## src/box_overlay_pkg.sv

```systemverilog
package box_overlay_pkg;

    // Widths
    localparam int COORD_W     = 10;
    localparam int GRAY_W      = 7;
    localparam int GAIN_W      = 7;
    localparam int CAM_PIXEL_W = 8;
    localparam int AREA_W      = 22;
    localparam int THRESH_W    = 15;
    localparam int REGION_W    = 4;
    localparam int FRAME_CNT_W = 3;

    // Region grid, 4 columns by 3 rows
    localparam int REGION_COLS = 4;
    localparam int REGION_ROWS = 3;
    localparam int NUM_REGIONS = REGION_COLS * REGION_ROWS;

    typedef logic [COORD_W-1:0]     coord_t;
    typedef logic [GRAY_W-1:0]      gray_t;
    typedef logic [GAIN_W-1:0]      gain_t;
    typedef logic [CAM_PIXEL_W-1:0] cam_pixel_t;
    typedef logic [AREA_W-1:0]      area_t;
    typedef logic [THRESH_W-1:0]    thresh_t;
    typedef logic [REGION_W-1:0]    region_idx_t;
    typedef logic [FRAME_CNT_W-1:0] frame_cnt_t;
    typedef logic [NUM_REGIONS-1:0] region_mask_t;

    // Minimum of a region in which the detector found nothing
    localparam coord_t COORD_NONE = coord_t'(641);

    localparam int    FRAMES_PER_LATCH    = 5;
    localparam area_t AREA_THRESH_DEFAULT = area_t'(16);
    localparam int    GAIN_SHIFT          = 7;
    localparam gray_t CHANNEL_FULL        = '1;

    typedef enum logic {
        WAIT_FRAMES,
        LATCH
    } sampler_state_t;

endpackage

```

## src/box_table_if.sv

```systemverilog
`timescale 1ns/1ps

interface box_table_if import box_overlay_pkg::*; ();

    // Displayed table, one entry per region
    coord_t min_x [NUM_REGIONS];
    coord_t max_x [NUM_REGIONS];
    coord_t min_y [NUM_REGIONS];
    coord_t max_y [NUM_REGIONS];

    // Boxes that pass the area filter
    region_mask_t valid_mask;

    modport sampler (
        output min_x, max_x, min_y, max_y
    );

    modport filter (
        input  min_x, max_x, min_y, max_y,
        output valid_mask
    );

    modport border (
        input min_x, max_x, min_y, max_y, valid_mask
    );

endinterface

```

## src/frame_box_sampler.sv

```systemverilog
`timescale 1ns/1ps

module frame_box_sampler import box_overlay_pkg::*; (
    input  logic        clk,
    input  logic        reset,
    input  logic        region_we_i,
    input  region_idx_t region_idx_i,
    input  coord_t      region_min_x_i,
    input  coord_t      region_max_x_i,
    input  coord_t      region_min_y_i,
    input  coord_t      region_max_y_i,
    input  logic        vsync_i,
    box_table_if.sampler boxes
);

    coord_t live_min_x [NUM_REGIONS];
    coord_t live_max_x [NUM_REGIONS];
    coord_t live_min_y [NUM_REGIONS];
    coord_t live_max_y [NUM_REGIONS];

    logic           vsync_q1;
    logic           vsync_q2;
    logic           frame_edge;
    frame_cnt_t     frame_cnt;
    sampler_state_t state;

    //////////////////////////////////////////////////
    // Live table, written by the detector
    //////////////////////////////////////////////////
    always_ff @(posedge clk or posedge reset) begin
        if (reset) begin
            for (int r = 0; r < NUM_REGIONS; r++) begin
                live_min_x[r] <= COORD_NONE;
                live_max_x[r] <= '0;
                live_min_y[r] <= COORD_NONE;
                live_max_y[r] <= '0;
            end
        end else if (region_we_i && (region_idx_i < region_idx_t'(NUM_REGIONS))) begin
            live_min_x[region_idx_i] <= region_min_x_i;
            live_max_x[region_idx_i] <= region_max_x_i;
            live_min_y[region_idx_i] <= region_min_y_i;
            live_max_y[region_idx_i] <= region_max_y_i;
        end
    end

    //////////////////////////////////////////////////
    // Frame edge and every-fifth-frame latch
    //////////////////////////////////////////////////
    always_ff @(posedge clk or posedge reset) begin
        if (reset) begin
            vsync_q1 <= 1'b0;
            vsync_q2 <= 1'b0;
        end else begin
            vsync_q1 <= vsync_i;
            vsync_q2 <= vsync_q1;
        end
    end

    // Falling vsync
    assign frame_edge = vsync_q2 & ~vsync_q1;

    always_ff @(posedge clk or posedge reset) begin
        if (reset) begin
            state     <= WAIT_FRAMES;
            frame_cnt <= '0;
        end else begin
            state <= WAIT_FRAMES;
            if (frame_edge) begin
                if (frame_cnt == frame_cnt_t'(FRAMES_PER_LATCH - 1)) begin
                    state     <= LATCH;
                    frame_cnt <= '0;
                end else begin
                    frame_cnt <= frame_cnt + 1'b1;
                end
            end
        end
    end

    always_ff @(posedge clk or posedge reset) begin
        if (reset) begin
            for (int r = 0; r < NUM_REGIONS; r++) begin
                boxes.min_x[r] <= COORD_NONE;
                boxes.max_x[r] <= '0;
                boxes.min_y[r] <= COORD_NONE;
                boxes.max_y[r] <= '0;
            end
        end else if (state == LATCH) begin
            boxes.min_x <= live_min_x;
            boxes.max_x <= live_max_x;
            boxes.min_y <= live_min_y;
            boxes.max_y <= live_max_y;
        end
    end

    a_frame_cnt_range: assert property (@(posedge clk) disable iff (reset)
        frame_cnt <= frame_cnt_t'(FRAMES_PER_LATCH - 1));

endmodule

```

## src/flat_wrapper.sv

```systemverilog
// flat-port wrapper written by rule: the top's interface ports become plain ports
module frame_box_sampler_flat import box_overlay_pkg::*;
  (clk, reset, region_we_i, region_idx_i, region_min_x_i, region_max_x_i, region_min_y_i, region_max_y_i, vsync_i, boxes_min_x, boxes_max_x, boxes_min_y, boxes_max_y);
  box_table_if boxes_i ();
  input  logic clk;
  input  logic reset;
  input  logic region_we_i;
  input  region_idx_t region_idx_i;
  input  coord_t region_min_x_i;
  input  coord_t region_max_x_i;
  input  coord_t region_min_y_i;
  input  coord_t region_max_y_i;
  input  logic vsync_i;
  output wire logic [$bits(boxes_i.min_x)-1:0] boxes_min_x;
  output wire logic [$bits(boxes_i.max_x)-1:0] boxes_max_x;
  output wire logic [$bits(boxes_i.min_y)-1:0] boxes_min_y;
  output wire logic [$bits(boxes_i.max_y)-1:0] boxes_max_y;
  assign boxes_min_x = {>>{boxes_i.min_x}};
  assign boxes_max_x = {>>{boxes_i.max_x}};
  assign boxes_min_y = {>>{boxes_i.min_y}};
  assign boxes_max_y = {>>{boxes_i.max_y}};
  frame_box_sampler u_core (.clk(clk), .reset(reset), .region_we_i(region_we_i), .region_idx_i(region_idx_i), .region_min_x_i(region_min_x_i), .region_max_x_i(region_max_x_i), .region_min_y_i(region_min_y_i), .region_max_y_i(region_max_y_i), .vsync_i(vsync_i), .boxes(boxes_i));
endmodule
```

## config.mk

```make
export PLATFORM = sky130hd
export DESIGN_NAME = frame_box_sampler_flat
export DESIGN_NICKNAME = d
export VERILOG_FILES = /design/src/box_overlay_pkg.sv /design/src/box_table_if.sv /design/src/frame_box_sampler.sv /design/src/flat_wrapper.sv
export SDC_FILE = /design/constraint.sdc
export NUM_CORES = 1
export LEC_CHECK = 0
export ABC_AREA = 1
export BUFFER_PORTS_ARGS = -buffer_cell sky130_fd_sc_hd__clkbuf_2
export CAP_MARGIN = 20
export CORE_UTILIZATION = 55
export CTS_BUF_LIST = sky130_fd_sc_hd__clkbuf_16
export CTS_CLUSTER_SIZE = 16
export DETAILED_ROUTE_END_ITERATION = 7
export GPL_TIMING_DRIVEN = 0
export PLACE_DENSITY_LB_ADDON = 0.1
export SETUP_SLACK_MARGIN = 0.5
export SLEW_MARGIN = 20
export SYNTH_ARGS = -nofsm -noshare
export SYNTH_HDL_FRONTEND = slang
export SYNTH_SLANG_ARGS = --single-unit
export TNS_END_PERCENT = 30
```

## constraint.sdc

```tcl
create_clock -name clk -period 39.5 [get_ports clk]
set_input_delay 3.95 -clock clk [delete_from_list [all_inputs] [get_ports clk]]
set_output_delay 3.95 -clock clk [all_outputs]
set_load 0.01 [all_outputs]
```

After elaboration in Yosys (flattened, before gate mapping)

Index checks and enable logic that the tools add are counted.

Add/sub/neg operators: 1
Order comparisons: 3
Eq/ne operators: 1
Mux-type cells: 9
Bitwise operators: 3
Reductions and logical operators: 2

Operators with widths:

| kind                                                                  | count |
|---|---|
| 120-bit bitwise mux                                                   | 4 |
| 10-bit demux with 4-bit select                                        | 1 |
| 10-bit 2-to-1 mux                                                     | 1 |
| 5-bit greater-or-equal comparator (second input constant)             | 1 |
| 5-bit by 1-bit < comparator with 1-bit output (second input constant) | 1 |
| 4-bit inverter with 5-bit output                                      | 1 |
| 4-bit < comparator (second input constant)                            | 1 |
| 3-bit by 1-bit adder with 3-bit output (second input constant)        | 1 |
| 3-bit equality test (second input constant)                           | 1 |
| 3-bit 2-to-1 mux                                                      | 1 |
| 1-bit logical AND                                                     | 2 |
| 1-bit 2-to-1 mux                                                      | 2 |
| 1-bit AND                                                             | 1 |
| 1-bit inverter                                                        | 1 |

Flip-flop bits (word level): 966
Bits of input ports: 48
Output and inout bits: 480
Word-level logic and storage cells: 119

Depth between registers and ports, before layout

Gate-level depths: netlist of run 1.

Word-level depth: 6
Mapped depth: 7
Gate-level depth less buffers: 5

Worst setup path after synthesis of run 1

No wires, ideal clock.

Path kind: input -> register
Start point: input region_we_i
End point: register u_core.live_max_x[60] (netlist name)
Setup time: 0.065 ns
Data arrival time: 4.801 ns
Required time: 39.435 ns
Setup slack: 34.634 ns
Stages on the path: 7
Path buffers: 3
Cell sequence: buf_2 nand3_1 buf_2 nor2_1 buf_2 nand2_1 nand2_1

Cells in the longest elaborated chain, start to end: 1

RTL lines:

| item                           | RTL line                | source |
|---|---|---|
| start: declaration             | flat_wrapper.sv:7       | `input logic region_we_i;` |
| 1-bit logical AND              | frame_box_sampler.sv:38 | `end else if (region_we_i && (region_idx_i < region_idx_t'(NUM_REGIONS))) begin` |
| end signal: indexed assignment | frame_box_sampler.sv:40 | `live_max_x[region_idx_i] <= region_max_x_i;` |
| end: declaration               | frame_box_sampler.sv:17 | `coord_t live_max_x [NUM_REGIONS];` |

Every way passes these cells.
A chain may end at the register's enable or synchronous reset.

Final worst setup path of run 1

Start point: input region_idx_i[0]
End point: register u_core.live_max_y[51] (netlist name)

Cells in the longest elaborated chain, start to end: 6
Elaborated cells on any way between the ends: 9
Classes of those cells: 3 x order compare; 3 x mux; 1 x bitwise; 2 x reduce/logical

RTL lines:

| item                                                                                                                            | RTL line                | source |
|---|---|---|
| start: declaration                                                                                                              | flat_wrapper.sv:8       | `input region_idx_t region_idx_i;` |
| 4-bit inverter with 5-bit output (not written as such)                                                                          | frame_box_sampler.sv:42 | `live_max_y[region_idx_i] <= region_max_y_i;` |
| 5-bit greater-or-equal comparator (not written as such) / 5-bit by 1-bit < comparator with 1-bit output (equally long branches) | frame_box_sampler.sv:42 |  |
| 1-bit logical AND (not written as such)                                                                                         | frame_box_sampler.sv:42 |  |
| 10-bit 2-to-1 mux (not written as such)                                                                                         | frame_box_sampler.sv:42 |  |
| 10-bit demux with 4-bit select                                                                                                  | frame_box_sampler.sv:42 |  |
| 120-bit bitwise mux                                                                                                             | frame_box_sampler.sv:42 |  |
| end signal: indexed assignment                                                                                                  | frame_box_sampler.sv:42 |  |
| end: declaration                                                                                                                | frame_box_sampler.sv:19 | `coord_t live_max_y [NUM_REGIONS];` |

Parallel ways exist; a longest one is shown, timed or not.

==> impl_results.md, run 1 <==
* Power density over the cells at 72.3 nW/um^2
* RSZ-0062 raised after global routing: no
* Status: finished clean
* Gp weighted congestion at 0.855
* Ys Warns at 0
* Synth Net Count at 3560
* Crit path max fanout at 10
* Ports at 528
* Slew at the pin with the worst max-slew slack at 1.06 ns
* Max-Cap Viols at 0
* Row count at 95
* Max clock buf depth at 3
* Pre-CTS WS at 33.24 ns
* Clk pin slew, worst setup/hold paths at 0.06 ns
* Vias in the first global route at 26700
* Fin crit period at 5.63 ns
* CP bufs+invs at 3
* Worst path max stage delay at 0.89 ns
* Design Area, Final at 44500 um^2
* Drt total wl at 114000 um
* Die Area at 69200 um^2
* CP top delay family: simple AND/OR/NAND/NOR gates
* Non-Filler Instances at 5105
* Async SR Flop Fraction at 1.00
* Synth Instances at 3510
* CTS tree: built
* Core ar. at 67300 um^2
* Seq/Total Area, Yosys at 0.650
* Top-area cell type share of the netlist area at 0.549
* Post-DP HPWL at 78700 um
* Worst min-delay path class: flop to flop
* Clk_lat worst skew at 0.67 ns
* Die height at 263 um
* Largest cells by area after synthesis: dfrtp_1 (55%), nand2_1 (12%), dfstp_2 (10%)
* Final period util at 0.142
* Total leakage power at 23.2 nW
* Syn avg cell area at 10.7 um^2
* Worst Skew at 0.0169 ns
* Vias per inst at 5.37
* Worst Setup Path Type: input pin to flop
* Final Net Count at 4197
* Net switching power of the design at 1.05 mW
* Post-synthesis register bit count at 966
* Drt wl/cell at 22.4 um
* Initial DRC count at 2162
* Flop pwr share at 0.474
* ANT nets after route at 0
* Count leader, synth: nand2_1
* Highest clock rate at 0.178 GHz
* Total setup buffers inserted after CTS at 0
* Grt ovf at 0
* Pin count of the biggest net entering global routing at 107
* Total power at 3.22 mW
* Placed cell count at 4920
* Primary FF master, synth: dfrtp_1
* Arrival @ worst endpoint at 6.21 ns
* Slew HR at 0.293
* Area grow syn2layout at 18.8%
* Buffers on Ports at 526
* Slowest CP cell: nor2_1
* Net Sw Frac at 0.328
* Clk pwr share at 0.273
* Die Wd at 263 um
* Share of cells above drive strength 1 at 0.291
* Max-slew violation count at 0
* Cell-internal power at 2.16 mW
* Hold_ws at 0.406 ns
* First-pass GRT wire length at 171000 um
* Starting Density at 0.557
* Initial antenna violation count at 7
* Combinational Power Share at 0.253
* Fin util at 0.661
* Clock Sink Count at 966
* Mapped Area at 37500 um^2
* Most used cell, CP: nand2_1
* Final hold violations at 0
* Root buf cell: clkbuf_16
* Setup violators final at 0
* DRC at 0
* EDFF count, synth at 0
* CP Cell Sequence: clkbuf_2 > inv_1 > nand2_1 > nor2_1 > clkbuf_1 > nand2_1 > nand2_1
* CP endpoint kind: flop
* Hold-fix buffers at CTS at 0
* Cell Area, Placed at 41500 um^2
* Synth top cells by count: nand2_1 (1212), dfrtp_1 (822), mux2_2 (320)
* First-pass DRT Iterations at 5
* Vias at 27400
* CP startpoint kind: input pin
* # H-tree levels at 3
* Min setup slack post-route at 33.87 ns
* GRT Overall Usage at 0.333
* Cell taking the most area after synthesis: dfrtp_1
* Total CTS buffers at 98
* Count of cell types in the netlist at 16
* Post-CTS sizing at 0
* Peak supply drop at 0.0000490 V
* Total negative slack at 0 ns
* Required time of the critical path at 40.08 ns
-- power groups by stage --
stage	clock, mW	combinational [mW]	sequential, mW
4_1_cts	0.886	0.818	1.52
6_report	0.877	0.813	1.53
5_1_grt	0.926	0.884	1.56
2_1_floorplan	0	0.354	1.58
3_3_place_gp	0	0.789	1.54
3_5_place_dp	0	0.811	1.53
-- area by class of cell --
class	count	area [um^2]
clock buffer	98	2450
sequential	966	24400
fill	5411	22800
tap	873	1090
multi-input combinational	2127	11400
inverter	173	657
timing repair buffer	537	2940
buffer	244	1030
antenna	3	7.51
clock inverter	84	527
-- worst paths after layout --
kind                       slack (ns)  cells past startpoint                 startpoint                                  to
hold / removal                   0.41                      0  u_core.vsync_q1$_DFF_PP0_           u_core.vsync_q2$_DFF_PP0_
hold reg to reg                  0.41                      0  u_core.vsync_q1$_DFF_PP0_           u_core.vsync_q2$_DFF_PP0_
setup reg to reg                37.08                      5     u_core.state$_DFF_PP0_  u_core.boxes.min_x[63]$_DFFE_PP0P_
min in group asynchronous        3.30                      2                      reset  u_core.boxes.max_y[72]$_DFFE_PP0P_
max in group asynchronous       34.02                      6                      reset  u_core.boxes.min_x[47]$_DFFE_PP1P_
setup / recovery                33.87                      7            region_idx_i[0]   u_core.live_max_y[51]$_DFFE_PP0P_
-- metal layers --
metal	wire, um	vias up	track usage
li1	-	12500	-
met1	47600	13800	0.453
met2	53300	962	0.516
met3	9480	188	0.0889
met4	4030	6	0.123
met5	33	-	0
-- cell usage in the layout (no fill, tap or decap), types with 98 or more instances in the layout --
cell / count
clkbuf_16: 98
nor2_1: 176
inv_1: 193
nand2_1: 1212
o21bai_1: 160
dfstp_2: 144
mux2_2: 320
clkbuf_2: 526
dfrtp_1: 822
a21oi_1: 160
clkbuf_1: 131
-- sequential cells by signal, indices dropped and copies added (netlist names) --
register	flops
u_core.boxes.max_x	120
u_core.boxes.max_y	120
u_core.boxes.min_x	120
u_core.boxes.min_y	120
u_core.live_max_x	120
u_core.live_max_y	120
u_core.live_min_x	120
u_core.live_min_y	120
u_core.frame_cnt	3
u_core.state	1
u_core.vsync_q1	1
u_core.vsync_q2	1
-- cell families after synthesis --
kind of cell | synth area share
compound gates | 0.0537
fa+ha+maj | 0.000668
buf+inv | 0.0449
flops | 0.650
mux | 0.0962
simple gates | 0.154
Note: power is estimated with default switching activity, not from simulation.
==> inputs of run 2 (changes only) <==
ABC_AREA = 0   (was 1)
clock period = 5.52 ns   (was 39.5 ns; I/O delays follow)
==> impl_results.md, run 2 <==
* Main combinational cell family by area after synthesis: multiplexers (was simple AND/OR/NAND/NOR gates)
* Ports at 528 (unchanged)
* Initial antenna violation count at 4 (was 7)
* Post-synthesis register bit count at 966 (unchanged)
* Buffers on Ports at 527 (was 526)
* First-pass GRT wire length at 135000 um (was 171000 um)
* GRT Overall Usage at 0.271 (was 0.333)
* Synth Net Count at 2154 (was 3560)
* Mapped Area at 36100 um^2 (was 37500 um^2)
* Final hold violations at 0 (unchanged)
* Worst Setup Path Type: flop to flop (was input pin to flop)
* Final period util at 0.444
* Cell-internal power at 16.3 mW (was 2.16 mW)
* Total leakage power at 21.2 nW (was 23.2 nW)
* Ys Warns at 0 (unchanged)
* Commonest cells after routing, fill and taps aside: mux2_2 (954), dfrtp_1 (822), clkbuf_2 (527) (was nand2_1 (1212), dfrtp_1 (822), clkbuf_2 (526))
* CTS tree: built (unchanged)
* Total CTS buffers at 96 (was 98)
* Core ar. at 64600 um^2 (was 67300 um^2)
* Top-area cell type share of the netlist area at 0.570 (was 0.549)
* Gp weighted congestion at 0.817 (was 0.855)
* Pin count of the biggest net entering global routing at 39 (was 107)
* Count of cell types in the netlist at 19 (was 16)
* Combinational Power Share at 0.252 (was 0.253)
* Row count at 93 (was 95)
* Min setup slack post-route at 3.07 ns (was 33.87 ns)
* DRC at 0 (unchanged)
* Primary FF master, synth: dfrtp_1 (unchanged)
* Post-DP HPWL at 63300 um (was 78700 um)
* Synth top cells by count: mux2_2 (954), dfrtp_1 (822), dfstp_2 (144) (was nand2_1 (1212), dfrtp_1 (822), mux2_2 (320))
* Total power at 23.2 mW (was 3.22 mW)
* Simple-Gate Fraction of Synth Area at 0.00371 (was 0.154)
* Vias in the first global route at 21600 (was 26700)
* Count leader, synth: mux2_2 (was nand2_1)
* Die Area at 66600 um^2 (was 69200 um^2)
* Async SR Flop Fraction at 1.00 (unchanged)
* Vias per inst at 5.41 (was 5.37)
* Post-Synth XOR/XNOR Area at 0 (unchanged)
* Synth Instances at 2104 (was 3510)
* Net switching power of the design at 6.91 mW (was 1.05 mW)
* Layout fillers at 4519 (was 5411)
* Arrival @ worst endpoint at 2.96 ns (was 6.21 ns)
* Die height at 258 um (was 263 um)
* Share of cells above drive strength 1 at 0.663 (was 0.291)
* Final Net Count at 2811 (was 4197)
* Adder-Cell Fraction of Synth Area at 0.000694 (was 0.000668)
* Clk_lat worst skew at 0.63 ns (was 0.67 ns)
* Portion of netlist area occupied by mux cells at 0.300 (was 0.0962)
* CP startpoint kind: flop (was input pin)
* CP endpoint kind: flop (unchanged)
* # H-tree levels at 3 (unchanged)
* Pre-CTS WS at 2.80 ns (was 33.24 ns)
* Total setup buffers inserted after CTS at 0 (unchanged)
* Max-Cap Viols at 0 (unchanged)
* Starting Density at 0.559 (was 0.557)
* ANT nets after route at 0 (unchanged)
* Max-slew violation count at 0 (unchanged)
* Initial DRC count at 1115 (was 2162)
* Net Sw Frac at 0.297 (was 0.328)
* Register area at 24400 um^2 (unchanged)
* RSZ-0062 raised after global routing: no (unchanged)
* Slew at the pin with the worst max-slew slack at 0.996 ns (was 1.06 ns)
* Drt wl/cell at 24.0 um (was 22.4 um)
* Slew HR at 0.334 (was 0.293)
* Seq/Total Area, Yosys at 0.675 (was 0.650)
* Worst min-delay path class: input pin to flop (was flop to flop)
* Clk pin slew, worst setup/hold paths at 0.06 ns (about the same)
* Highest clock rate at 0.408 GHz
* Total negative slack at 0 ns (unchanged)
* Flop pwr share at 0.476 (was 0.474)
* Drt total wl at 88600 um (was 114000 um)
* Worst Skew at 0.0226 ns (was 0.0169 ns)
* Placed cell count at 3517 (was 4920)
* Hold-fix buffers at CTS at 1 (was 0)
* Vias at 20000 (was 27400)
* Power density over the cells at 534 nW/um^2 (was 72.3 nW/um^2)
* Non-Filler Instances at 3696 (was 5105)
* Area grow syn2layout at 20.6% (was 18.8%)
* Post-CTS sizing at 0 (unchanged)
* Clock Sink Count at 966 (unchanged)
* Crit path max fanout at 10 (unchanged)
* Post-synthesis compound-gate area fraction at 0.000486 (was 0.0537)
* Required time of the critical path at 6.03 ns (was 40.08 ns)
* Setup violators final at 0 (unchanged)
* Max clock buf depth at 3 (unchanged)
* Die Wd at 258 um (was 263 um)
* Area of the multi-input gates at 11000 um^2 (was 11400 um^2)
* Clk pwr share at 0.272 (was 0.273)
* Peak supply drop at 0.000300 V (was 0.0000490 V)
* EDFF count, synth at 0 (unchanged)
* Most common cell after layout, fill and taps aside: mux2_2 (was nand2_1)
* Cell taking the most area after synthesis: dfrtp_1 (unchanged)
* Root buf cell: clkbuf_16 (unchanged)
* Grt ovf at 0 (unchanged)
* First-pass DRT Iterations at 6 (was 5)
* Largest cells by area after synthesis: dfrtp_1 (57%), mux2_2 (30%), dfstp_2 (10%) (was dfrtp_1 (55%), nand2_1 (12%), dfstp_2 (10%))
* Fin crit period at 2.45 ns
* Status: finished clean (unchanged)
* Syn avg cell area at 17.1 um^2 (was 10.7 um^2)
run 2: cell count changes after synthesis, moves of 160 or more:
cell	delta
inv_1	-169
a21oi_1	-160
nor2_1	-169
nand2_1	-1210
o21bai_1	-160
mux2_2	+634
run 2: kinds of logic after synthesis:
group,after synthesis
adder cells (fa/ha/maj),2
buffers and inverters,147
AND/OR/NAND/NOR,25
multiplexers,961
AO/OA/AOI/OAI,3
flip-flops,966
run 2: power by group through the flow:
stage / Combinational [mW] / Clock [mW] / Sequential (mW)
final: 5.86 / 6.31 / 11.0
after global routing: 6.26 / 6.71 / 11.4
after CTS: 5.95 / 6.42 / 11.1
after detailed placement: 5.92 / 0 / 11.2
after global placement: 5.70 / 0 / 11.1
after floorplan: 2.45 / 0 / 11.7
run 2: final timing paths:
kind | cells past startpoint | slack (ns) | end | start
min reg2reg | 0 | 0.39 | u_core.vsync_q2$_DFF_PP0_ | u_core.vsync_q1$_DFF_PP0_
min in group asynchronous | 3 | 0.40 | u_core.boxes.max_x[19]$_DFFE_PP0P_ | reset
max | 4 | 3.07 | u_core.boxes.min_x[1]$_DFFE_PP0P_ | u_core.state$_DFF_PP0_
max in group asynchronous | 10 | 3.10 | u_core.live_min_y[30]$_DFFE_PP1P_ | reset
min | 1 | 0.04 | u_core.vsync_q1$_DFF_PP0_ | vsync_i
max reg2reg | 4 | 3.07 | u_core.boxes.min_x[1]$_DFFE_PP0P_ | u_core.state$_DFF_PP0_
run 2: layout make-up:
type,instances,area share
antenna,1,0.0000575
buffer,144,0.0163
clock buffer,98,0.0564
clock inverter,79,0.0136
inverter,3,0.000345
multi-input combinational,991,0.253
sequential,966,0.560
tap,855,0.0246
timing repair buffer,559,0.0760
run 2: critical path: stages, from the launching register on:
cell and delay [ns]:
dfrtp_1 0.38, clkbuf_1 0.66, clkbuf_1 0.51, buf_2 0.39
mux2_2 0.38
run 2: metal layers:
metal | track usage | part of all wire | vias up
li1 | - | - | 8713
met4 | 0.107 | 0.035 | 4
met3 | 0.0693 | 0.064 | 142
met5 | 0 | 0.00035 | -
met1 | 0.350 | 0.41 | 10600
met2 | 0.441 | 0.49 | 516
run 2: metrics by stage:
step	util	hold slack, ns	instance area [um^2]
2_1_floorplan	-	0.346	36100
3_3_place_gp	0.616	0.360	39800
3_5_place_dp	0.626	0.380	40400
4_1_cts	0.673	0.00414	43500
5_1_grt	0.673	0.0237	43500
6_report	0.674	0.0374	43500
==> inputs of run 3 (changes only) <==
ABC_AREA = 1   (was 0)
CORE_UTILIZATION = 52   (was 55)
clock period = 2 ns   (was 5.52 ns; I/O delays follow)
==> impl_results.md, run 3 (synthesis gave the netlist of run 1 again) <==
* Ports at 528 (unchanged)
* First-pass GRT wire length at 176000 um (was 135000 um)
* Worst path max stage delay at 0.58 ns (was 0.66 ns)
* FF-to-FF path depth at 4 (unchanged)
* Drt wl/cell at 22.5 um (was 24.0 um)
* Total CTS buffers at 99 (was 96)
* Fin crit period at 1.58 ns
* Worst Setup Path Type: flop to primary output (was flop to flop)
* Starting Density at 0.525 (was 0.559)
* Die Wd at 270 um (was 258 um)
* Root buf cell: clkbuf_16 (unchanged)
* Final hold violations at 0 (unchanged)
* CP endpoint kind: primary output (was flop)
* Slew HR at 0.305 (was 0.334)
* Initial antenna violation count at 3 (was 4)
* Total leakage power at 23.9 nW (was 21.2 nW)
* Most common cell after layout, fill and taps aside: nand2_1 (was mux2_2)
* Min setup slack post-route at 0.418 ns (was 3.07 ns)
* CP Cell Sequence: clkbuf_2 (was clkbuf_1 > clkbuf_1 > buf_2 > mux2_2)
* Final Net Count at 4291 (was 2811)
* Clk pin slew, worst setup/hold paths at 0.06 ns (about the same)
* Worst Skew at 0.0163 ns (was 0.0226 ns)
* CP startpoint kind: flop (unchanged)
* Highest clock rate at 0.632 GHz
* Slowest CP cell: dfstp_2 (was clkbuf_1)
* Vias in the first global route at 27400 (was 21600)
* Status: finished clean (unchanged)
* Placed cell count at 5019 (was 3517)
* DRC at 0 (unchanged)
* Max clock buf depth at 3 (unchanged)
* Pin count of the biggest net entering global routing at 35 (was 39)
* CTS tree: built (unchanged)
* Initial DRC count at 2533 (was 1115)
* Die Area at 73100 um^2 (was 66600 um^2)
* Core ar. at 71400 um^2 (was 64600 um^2)
* Peak supply drop at 0.000974 V (was 0.000300 V)
* Vias at 28100 (was 20000)
* Fin util at 0.646 (was 0.674)
* Drt total wl at 119000 um (was 88600 um)
* Crit path max fanout at 2 (was 10)
* Hold_ws at 0.0390 ns (was 0.0374 ns)
* GRT Overall Usage at 0.325 (was 0.271)
* Setup violators final at 0 (unchanged)
* Post-DP HPWL at 81400 um (was 63300 um)
* CP bufs+invs at 1 (was 3)
* Grt ovf at 0 (unchanged)
* Area grow syn2layout at 23.1% (was 20.6%)
* Slew at the pin with the worst max-slew slack at 1.04 ns (was 0.996 ns)
* Non-Filler Instances at 5281 (was 3696)
* ANT nets after route at 0 (unchanged)
* Pre-CTS WS at -0.486 ns (was 2.80 ns)
* Total negative slack at 0 ns (unchanged)
* CP top delay family: flip-flops (was buffers and inverters)
* First-pass DRT Iterations at 5 (was 6)
* Clk_lat worst skew at 0.66 ns (was 0.63 ns)
* Max-slew violation count at 0 (unchanged)
* Buffers on Ports at 526 (was 527)
* Worst min-delay path class: input pin to asynchronous set/reset pin (was input pin to flop)
* Die height at 270 um (was 258 um)
* Flop2flop setup slack at 0.49 ns (was 3.07 ns)
* Final period util at 0.791
* Power density over the cells at 1400 nW/um^2 (was 534 nW/um^2)
* RSZ-0062 raised after global routing: yes (was no)
* Row count at 98 (was 93)
* Arrival @ worst endpoint at 1.38 ns (was 2.96 ns)
* Critical R2R Capture: u_core.boxes.min_y[108]$_DFFE_PP0P_ (was u_core.boxes.min_x[1]$_DFFE_PP0P_)
* Vias per inst at 5.32 (was 5.41)
* # H-tree levels at 3 (unchanged)
* Share of cells above drive strength 1 at 0.298 (was 0.663)
* Max-Cap Viols at 0 (unchanged)
* Required time of the critical path at 1.80 ns (was 6.03 ns)
* Gp weighted congestion at 0.827 (was 0.817)
* Clock Sink Count at 966 (unchanged)
* Reg2reg start: u_core.state$_DFF_PP0_ (unchanged)
* Commonest cells after routing, fill and taps aside: nand2_1 (1211), dfrtp_1 (822), clkbuf_2 (538) (was mux2_2 (954), dfrtp_1 (822), clkbuf_2 (527))
run 3: power breakdown:
part | total (mW) | internal [mW] | switching [mW]
clock | 18.0 | 10.1 | 7.85
sequential | 30.1 | 26.4 | 3.75
combinational | 16.4 | 7.06 | 9.33
total | 64.5 | 43.5 | 20.9
run 3: stage by stage:
step	power, mW	instance area [um^2]
after floorplan	38.3	37500
after global placement	46.0	41300
after detailed placement	46.4	42000
after CTS	64.6	46000
after global routing	67.4	46100
final	64.5	46100
run 3: area by class of cell:
type	count	area (um^2)
antenna	6	15.0
buffer	244	1230
clock buffer	102	2550
clock inverter	83	566
fill	5819	25300
inverter	173	653
multi-input combinational	2127	11500
sequential	966	24400
tap	950	1190
timing repair buffer	630	4080
run 3: worst max-delay path by stage:
stage / startpoint / end / slack [ns] / cells after the start
finish: u_core.boxes.min_x[10]$_DFFE_PP1P_ / boxes_min_x[10] / 0.42 / 1
global route: region_idx_i[1] / u_core.live_min_y[20]$_DFFE_PP1P_ / 0.37 / 7
CTS: region_idx_i[1] / u_core.live_max_x[103]$_DFFE_PP0P_ / 0.33 / 7
detailed placement: region_idx_i[2] / u_core.live_max_y[99]$_DFFE_PP0P_ / -0.49 / 6
global placement: reset / u_core.boxes.max_x[42]$_DFFE_PP0P_ / -17.10 / 2
floorplan: reset / u_core.boxes.max_x[0]$_DFFE_PP0P_ / -11.39 / 1
run 3: timing repair:
action,in CTS,in global routing
setup endpoints to repair,761,592
hold buffers,71,0
resized for setup,62,44
endpoints found under the hold margin,169,0
setup buffers,0,0
run 3: metal layers:
layer / global-route usage / up-vias / wire (um)
li1: - / 12700 / -
met1: 0.458 / 14200 / 50400
met2: 0.510 / 1037 / 55900
met3: 0.0588 / 184 / 8510
met4: 0.113 / 2 / 3910
met5: 0 / - / 11
